===== config.mk =====
export PLATFORM = sky130hd
export DESIGN_NAME = ddr_bridge_top
export DESIGN_NICKNAME = d
export VERILOG_FILES = /design/src/hdl/ddr_bridge_pkg.sv /design/src/hdl/ddr_bridge_top.sv /design/src/hdl/ddr_status.sv /design/src/hdl/rd_checker.sv /design/src/hdl/reg_slice_chain.sv /design/src/hdl/wr_upsizer.sv
export VERILOG_INCLUDE_DIRS = /design/src /design/src/include
export SDC_FILE = /design/constraint.sdc
export NUM_CORES = 1
export LEC_CHECK = 0
export BUFFER_PORTS_ARGS = -buffer_cell sky130_fd_sc_hd__buf_2
export CAP_MARGIN = 40
export CORE_MARGIN = 2
export CORE_UTILIZATION = 55
export CTS_CLUSTER_DIAMETER = 150
export DETAILED_ROUTE_END_ITERATION = 8
export GPL_TIMING_DRIVEN = 0
export PLACE_DENSITY = 0.79
export SLEW_MARGIN = 5
export SYNTH_ARGS = -nofsm -noshare
export SYNTH_HDL_FRONTEND = slang
export SYNTH_SLANG_ARGS = --single-unit

===== constraint.sdc =====
create_clock -name c0_ddr4_clk -period 20.7 [get_ports c0_ddr4_clk]
set_clock_uncertainty 0.2 [all_clocks]
set_input_delay 2.07 -clock c0_ddr4_clk [delete_from_list [all_inputs] [get_ports c0_ddr4_clk]]
set_output_delay 2.07 -clock c0_ddr4_clk [all_outputs]
set_load 0.01 [all_outputs]

===== src/include/ddr_bridge_cfg.svh =====
//**************************************************************************
// DDR bridge configuration
//**************************************************************************
`ifndef DDR_BRIDGE_CFG_SVH
`define DDR_BRIDGE_CFG_SVH

// System bus side data width
`define DDR_NARROW_W 64

// DDR4 controller port data width
`define DDR_WIDE_W 128

// Register cuts between the upsizer and the controller
`define DDR_SLICE_DEPTH 6

// Saturating error counters
`define DDR_ERRCNT_W 8

`endif

===== src/hdl/ddr_bridge_pkg.sv =====
//**************************************************************************
// DDR bridge shared types
//**************************************************************************
`include "ddr_bridge_cfg.svh"

package ddr_bridge_pkg;

  //************************************************************************
  // Write path
  //************************************************************************

  // One system side write beat
  typedef struct packed {
    logic [`DDR_NARROW_W-1:0]   data;
    logic [`DDR_NARROW_W/8-1:0] strb;
    logic                       last;
  } narrow_beat_t;

  // Upsized word as handed to the controller
  typedef struct packed {
    logic [`DDR_WIDE_W-1:0]   data;
    logic [`DDR_WIDE_W/8-1:0] strb;
  } wide_word_t;

  // Upsizer holds either nothing or the lower half of a word
  typedef enum logic {
    UPS_EMPTY = 1'b0,
    UPS_HALF  = 1'b1
  } ups_state_e;

  //************************************************************************
  // Read check and status
  //************************************************************************

  // Read return together with the data it should carry
  typedef struct packed {
    logic [`DDR_WIDE_W-1:0] rdata;
    logic [`DDR_WIDE_W-1:0] expected;
  } rd_check_t;

  typedef logic [`DDR_ERRCNT_W-1:0] err_cnt_t;

endpackage


===== src/hdl/ddr_bridge_top.sv =====
//**************************************************************************
// DDR bridge data path top
//**************************************************************************
`timescale 1ns/100ps
`include "ddr_bridge_cfg.svh"

module ddr_bridge_top (
  input  logic                         c0_ddr4_clk,
  input  logic                         reset_i,
  input  logic                         calib_done_i,
  input  logic                         wr_valid_i,
  input  ddr_bridge_pkg::narrow_beat_t wr_beat_i,
  input  logic                         rd_valid_i,
  input  ddr_bridge_pkg::rd_check_t    rd_i,
  output logic                         mem_valid_o,
  output ddr_bridge_pkg::wide_word_t   mem_word_o,
  output logic                         compare_error_o,
  output ddr_bridge_pkg::err_cnt_t     err_wr_cnt_o,
  output ddr_bridge_pkg::err_cnt_t     err_rd_cnt_o,
  output ddr_bridge_pkg::err_cnt_t     err_mm_cnt_o
);
  import ddr_bridge_pkg::*;

  logic       wide_valid;
  wide_word_t wide_word;
  logic       write_err;
  logic       read_err;
  logic       mismatch;

  //************************************************************************
  // Write path
  //************************************************************************
  wr_upsizer u_wr_upsizer (
    .c0_ddr4_clk  (c0_ddr4_clk),
    .reset_i      (reset_i),
    .calib_done_i (calib_done_i),
    .valid_i      (wr_valid_i),
    .beat_i       (wr_beat_i),
    .valid_o      (wide_valid),
    .word_o       (wide_word),
    .write_err_o  (write_err)
  );

  reg_slice_chain #(
    .DEPTH (`DDR_SLICE_DEPTH)
  ) u_slice_chain (
    .c0_ddr4_clk (c0_ddr4_clk),
    .reset_i     (reset_i),
    .valid_i     (wide_valid),
    .word_i      (wide_word),
    .valid_o     (mem_valid_o),
    .word_o      (mem_word_o)
  );

  //************************************************************************
  // Read check and status
  //************************************************************************
  rd_checker u_rd_checker (
    .c0_ddr4_clk  (c0_ddr4_clk),
    .reset_i      (reset_i),
    .calib_done_i (calib_done_i),
    .rd_valid_i   (rd_valid_i),
    .rd_i         (rd_i),
    .mismatch_o   (mismatch),
    .read_err_o   (read_err)
  );

  ddr_status u_status (
    .c0_ddr4_clk     (c0_ddr4_clk),
    .reset_i         (reset_i),
    .write_err_i     (write_err),
    .read_err_i      (read_err),
    .mismatch_i      (mismatch),
    .compare_error_o (compare_error_o),
    .wr_cnt_o        (err_wr_cnt_o),
    .rd_cnt_o        (err_rd_cnt_o),
    .mm_cnt_o        (err_mm_cnt_o)
  );

endmodule


===== src/hdl/ddr_status.sv =====
//**************************************************************************
// Compare error status
//**************************************************************************
`timescale 1ns/100ps

module ddr_status (
  input  logic                     c0_ddr4_clk,
  input  logic                     reset_i,
  input  logic                     write_err_i,
  input  logic                     read_err_i,
  input  logic                     mismatch_i,
  output logic                     compare_error_o,
  output ddr_bridge_pkg::err_cnt_t wr_cnt_o,
  output ddr_bridge_pkg::err_cnt_t rd_cnt_o,
  output ddr_bridge_pkg::err_cnt_t mm_cnt_o
);
  import ddr_bridge_pkg::*;

  // Counter holds at all ones
  function automatic err_cnt_t sat_inc(input err_cnt_t cnt);
    return (&cnt) ? cnt : cnt + 1'b1;
  endfunction

  always_ff @(posedge c0_ddr4_clk) begin
    if (reset_i) begin
      compare_error_o <= 1'b0;
      wr_cnt_o        <= '0;
      rd_cnt_o        <= '0;
      mm_cnt_o        <= '0;
    end else begin
      // Combined flag, cleared only by reset
      if (write_err_i || read_err_i || mismatch_i) begin
        compare_error_o <= 1'b1;
      end
      if (write_err_i) begin
        wr_cnt_o <= sat_inc(wr_cnt_o);
      end
      if (read_err_i) begin
        rd_cnt_o <= sat_inc(rd_cnt_o);
      end
      if (mismatch_i) begin
        mm_cnt_o <= sat_inc(mm_cnt_o);
      end
    end
  end

endmodule


===== src/hdl/rd_checker.sv =====
//**************************************************************************
// Read data checker
//**************************************************************************
`timescale 1ns/100ps

module rd_checker (
  input  logic                      c0_ddr4_clk,
  input  logic                      reset_i,
  input  logic                      calib_done_i,
  input  logic                      rd_valid_i,
  input  ddr_bridge_pkg::rd_check_t rd_i,
  output logic                      mismatch_o,
  output logic                      read_err_o
);

  logic data_diff;
  logic early_rd;
  logic late_rd;

  // Any bit differing counts as a mismatch
  assign data_diff = (rd_i.rdata != rd_i.expected);

  // Read returned while the controller is not yet calibrated
  assign early_rd = rd_valid_i && !calib_done_i;
  assign late_rd  = rd_valid_i && calib_done_i;

  //************************************************************************
  // Classification
  //************************************************************************
  always_ff @(posedge c0_ddr4_clk) begin
    if (reset_i) begin
      mismatch_o <= 1'b0;
      read_err_o <= 1'b0;
    end else begin
      mismatch_o <= late_rd && data_diff;
      read_err_o <= early_rd;
    end
  end

  // Pulses only follow a read strobe, and never both at once
  a_one_cause_per_read: assert property (
    @(posedge c0_ddr4_clk) disable iff (reset_i)
    (mismatch_o || read_err_o) |->
      $past(rd_valid_i) && $onehot0({mismatch_o, read_err_o})
  );

endmodule


===== src/hdl/reg_slice_chain.sv =====
//**************************************************************************
// Register cut chain for upsized words
//**************************************************************************
`timescale 1ns/100ps
`include "ddr_bridge_cfg.svh"

module reg_slice_chain #(
  parameter int DEPTH = `DDR_SLICE_DEPTH
) (
  input  logic                       c0_ddr4_clk,
  input  logic                       reset_i,
  input  logic                       valid_i,
  input  ddr_bridge_pkg::wide_word_t word_i,
  output logic                       valid_o,
  output ddr_bridge_pkg::wide_word_t word_o
);
  import ddr_bridge_pkg::*;

  logic       vld_q  [DEPTH];
  wide_word_t word_q [DEPTH];

  // Valid bits shift every cycle, one slot per cut
  always_ff @(posedge c0_ddr4_clk) begin
    if (reset_i) begin
      for (int i = 0; i < DEPTH; i++) begin
        vld_q[i] <= 1'b0;
      end
    end else begin
      vld_q[0] <= valid_i;
      for (int i = 1; i < DEPTH; i++) begin
        vld_q[i] <= vld_q[i-1];
      end
    end
  end

  always_ff @(posedge c0_ddr4_clk) begin
    word_q[0] <= word_i;
    for (int i = 1; i < DEPTH; i++) begin
      word_q[i] <= word_q[i-1];
    end
  end

  assign valid_o = vld_q[DEPTH-1];
  assign word_o  = word_q[DEPTH-1];

  // Every word that enters leaves exactly DEPTH cycles later, none appear
  a_chain_latency: assert property (
    @(posedge c0_ddr4_clk) disable iff (reset_i)
    ##DEPTH (valid_o == $past(valid_i, DEPTH))
  );

endmodule


===== src/hdl/wr_upsizer.sv =====
//**************************************************************************
// Write data upsizer, 64 to 128 bits
//**************************************************************************
`timescale 1ns/100ps
`include "ddr_bridge_cfg.svh"

module wr_upsizer (
  input  logic                         c0_ddr4_clk,
  input  logic                         reset_i,
  input  logic                         calib_done_i,
  input  logic                         valid_i,
  input  ddr_bridge_pkg::narrow_beat_t beat_i,
  output logic                         valid_o,
  output ddr_bridge_pkg::wide_word_t   word_o,
  output logic                         write_err_o
);
  import ddr_bridge_pkg::*;

  localparam int HALF_STRB = `DDR_NARROW_W / 8;

  ups_state_e               state_q;
  logic [`DDR_NARROW_W-1:0] lo_data_q;
  logic [HALF_STRB-1:0]     lo_strb_q;
  logic                     take;
  logic                     emit;

  // Beats before calibration are dropped
  assign take = valid_i && calib_done_i;

  // Second beat of a pair completes the word, a last beat flushes a lone half
  assign emit = take && (state_q == UPS_HALF || beat_i.last);

  always_ff @(posedge c0_ddr4_clk) begin
    if (reset_i) begin
      state_q     <= UPS_EMPTY;
      valid_o     <= 1'b0;
      write_err_o <= 1'b0;
    end else begin
      valid_o     <= emit;
      write_err_o <= valid_i && !calib_done_i;
      if (take) begin
        if (state_q == UPS_EMPTY && !beat_i.last) begin
          state_q <= UPS_HALF;
        end else begin
          state_q <= UPS_EMPTY;
        end
      end
    end
  end

  // Lower half store and output word
  always_ff @(posedge c0_ddr4_clk) begin
    if (take && state_q == UPS_EMPTY) begin
      lo_data_q <= beat_i.data;
      lo_strb_q <= beat_i.strb;
    end
    if (emit) begin
      if (state_q == UPS_HALF) begin
        word_o.data <= {beat_i.data, lo_data_q};
        word_o.strb <= {beat_i.strb, lo_strb_q};
      end else begin
        // Single beat burst, upper half stays empty
        word_o.data <= {{`DDR_NARROW_W{1'b0}}, beat_i.data};
        word_o.strb <= {{HALF_STRB{1'b0}}, beat_i.strb};
      end
    end
  end

  // A pending half never sees two words leave back to back
  a_half_no_double_emit: assert property (
    @(posedge c0_ddr4_clk) disable iff (reset_i)
    (state_q == UPS_HALF) |-> !(valid_o && $past(valid_o))
  );

endmodule


==> flow_summary_export.csv <==
group,metric,value,unit
timing,fin_crit,3.59,ns
timing,slew_headroom,0.453,
drt,first_iter_violations,705,
pwr,max-vdd-ir-drop,0.0837,mV
synth,ys_ff_latch,1116,
pwr,switching_power,861,uW
pwr,switching_share,0.204,
placement,dpl_cell_area,0.0315,sq mm
cts,clkSinkCount,1116,
pwr,internal_power,3.36,mW
synth,yosysTopAreaCellShare,0.645,
worst_setup_path,regToRegEndpoint,"u_wr_upsizer.word_o[59]",
synth,ys.warnings.count,0,
timing,rsz0062_at_grt,"false",
synth,syn-num-nets,1897,
synth,synthArstFlopShare,0,
hold_path,holdPathEnd,"u_slice_chain.word_q[3][78]",
pwr,seq_power_share,0.544,
worst_setup_path,critPathTopFamily,"flip-flops",
global_routing,antenna_found_initial,38,
worst_setup_path,crit_buf_inv,1,
global_routing,grt_pass1_wl,87.9,mm
drt,viasPerCell,4.68,
worst_setup_path,max_stage_delay,0.47,ns
die,ios,504,
synth,synth_area_per_cell,17.9,sq um
hold_path,min_path_type,"reg2reg",
synth,synth_area_leader_cell,"dfxtp_1",
layout,fin_area,0.0349,sq mm
pwr,pwr-share-comb,0.028,
worst_setup_path,path_max_fanout,5,
layout,nNetsFinal,2507,
synth,synth-edff-count,216,
worst_setup_path,criticalPathCategory,"reg2out",
worst_setup_path,cp.required,18.43,ns
worst_setup_path,r2r_start,"u_wr_upsizer.state_q",
timing,fmax,279,MHz
placement,portBuffers,502,
worst_setup_path,startpoint,"u_status.mm_cnt_o[3]",
die,coreArea,0.0502,sq mm
drt,remaining_drc_errors,0,
cts,path_clk_slew,0.06,ns
drt,routed_wl,60.4,mm
synth,synth_cell_types,31,
timing,worstMarginPinSlew,0.820,ns
worst_setup_path,crit_chain,"buf_2",
die,initial_core_util,0.557,
placement,gp_congestion,1.04,
timing,report.final.hold_viol_count,0,
timing,finalSetupViolCount,0,
synth,synthTopCellsByArea,"dfxtp_1 65%, edfxtp_1 23%, xor2_1 4.3%, mux2_2 2.9%, and2_1 1.6%",
timing,period_share,0.173,
cts,htree_num_levels,3,
worst_setup_path,regToRegSetupSlack,17.78,ns
pwr,power_frac_clock,0.428,
cts,cts_buffer_depth,3,
worst_setup_path,critPathCaptureType,"output port",
worst_setup_path,arrival,1.32,ns
global_routing,grt_start_max_net_pins,34,
timing,slew_violations,0,
cts,clk_latency,0.64,ns
run_status,status,"complete, no violations",
global_routing,gr-total-overflow,0,
cts,cts_buffers,97,
drt,drtAntennaViolNets,0,
cts,holdBufCountCts,0,
worst_setup_path,cp-start-kind,"register",
timing,finalSetupTns,0,ns
synth,ys.flop_type,"dfxtp_1",
pwr,p_leak,14.7,nW
die,placementRows,82,
drt,avgRoutedWirePerCell,20.5,um
job,drv_cap,0,
hold_path,worstHoldStart,"u_slice_chain.word_q[2][78]",
synth,mappedNetlistArea,0.0279,sq mm
drt,drtPass1Iterations,4,
worst_setup_path,r2r_cells,6,
synth,postSynthCellCount,1560,
layout,layout-drive-gt1-share,0.334,
worst_setup_path,crit_path_top_delay_cell,"dfxtp_1",
hold_path,hold_depth,0,
cts,post_cts_resized,0,
die,fp.dieW,229,um
die,die_h,229,um
placement,hpwl,40.7,mm
layout,syn2layout_area_growth,24.8,%
drt,vias,13800,
global_routing,gr-usage-all-layers,0.229,
cts,cts_setup_buffers,0,
cts,cts_tree,"built",
cts,cts.root.buffer_cell,"clkbuf_16",
global_routing,grt_pass1_vias,14700,
pwr,p_per_area,121,mW/mm^2
die,die_area,0.0526,sq mm
synth,ys_seq_area_frac,0.878,
pwr,finalPower,4.22,mW
==> area by class of cell <==
class	instances	area [sq um]
sequential	1116	24500
fill	3067	15300
multi-input combinational	422	3340
clock buffer	145	2930
timing repair buffer	511	2730
tap	672	841
clock inverter	36	357
buffer	20	82.6
antenna	26	65.1
inverter	2	7.51
==> Yosys cell counts (3+ instances only) <==
library cell,number
edfxtp_1,216
mux2_2,72
and3_1,5
and2_1,72
nor4_1,35
xor2_1,136
xnor2_1,10
dfxtp_1,900
nand4_1,12
ha_1,3
a21oi_1,5
buf_2,6
mux2i_1,3
or3_1,4
clkbuf_1,14
nand2_1,8
o21ai_0,3
nor2b_1,6
nor2_1,29
nand3_1,4
==> kinds of logic after synthesis <==
logic type	Yosys count	synth area share
AOI/OAI and AO/OA	14	0.00385
adders and majority gates	3	0.00134
and+or+nand+nor	184	0.0381
xor gates and xnor gates	146	0.0458
buffers and inverters	22	0.00323
DFF	1116	0.878
muxes	75	0.0301
==> sequential cells by signal, indices dropped and copies added, names as in the netlist, 6 cells and up <==
register,cells
u_slice_chain.vld_q,6
u_slice_chain.word_q,864
u_status.mm_cnt_o,8
u_status.rd_cnt_o,8
u_status.wr_cnt_o,8
u_wr_upsizer.lo_data_q,64
u_wr_upsizer.lo_strb_q,8
u_wr_upsizer.word_o,144
==> metrics by stage <==
stage	hold WS, ns	std cells	util	setup WS (ns)
6_report	0.0993	2950	0.695	17.11
2_1_floorplan	0.110	1560	-	11.69
3_3_place_gp	0.110	2734	0.623	8.56
4_1_cts	0.106	2924	0.693	17.09
5_1_grt	0.117	2947	0.695	17.07
3_5_place_dp	0.112	2743	0.628	16.63
==> per-layer routing <==
layer | track usage | part of all wire | up-vias
met5 | 0 | 0 | -
met1 | 0.232 | 0.35 | 6677
met2 | 0.429 | 0.54 | 502
li1 | - | - | 6467
met3 | 0.0433 | 0.046 | 165
met4 | 0.145 | 0.059 | 0
==> worst max-delay path by stage <==
stage | depth (start not counted) | slack, ns | end
after floorplan | 2 | 11.69 | u_wr_upsizer.word_o[0]
after global placement | 3 | 8.56 | u_wr_upsizer.word_o[117]
after detailed placement | 6 | 16.63 | u_wr_upsizer.word_o[117]
after CTS | 1 | 17.09 | err_mm_cnt_o[5]
after global routing | 1 | 17.07 | err_mm_cnt_o[3]
final | 1 | 17.11 | err_mm_cnt_o[3]
==> power groups by stage <==
| stage | sequential [mW] | clock [mW] | combinational, mW |
|---|---|---|---|
| after floorplan | 2.34 | 0 | 0.0422 |
| after global placement | 2.34 | 0 | 0.109 |
| after detailed placement | 2.34 | 0 | 0.117 |
| after CTS | 2.30 | 1.84 | 0.119 |
| after global routing | 2.30 | 1.92 | 0.128 |
| final | 2.29 | 1.81 | 0.119 |
==> cells in the final DEF (no fill, tap or decap), drive strengths merged, types with 29 or more instances in the layout <==
cell    count
buf       517
xor2      136
edfxtp    216
nor4       35
mux2       72
clkbuf    159
and2       72
nor2       29
dfxtp     900
Power figures use the tool's default switching activity.
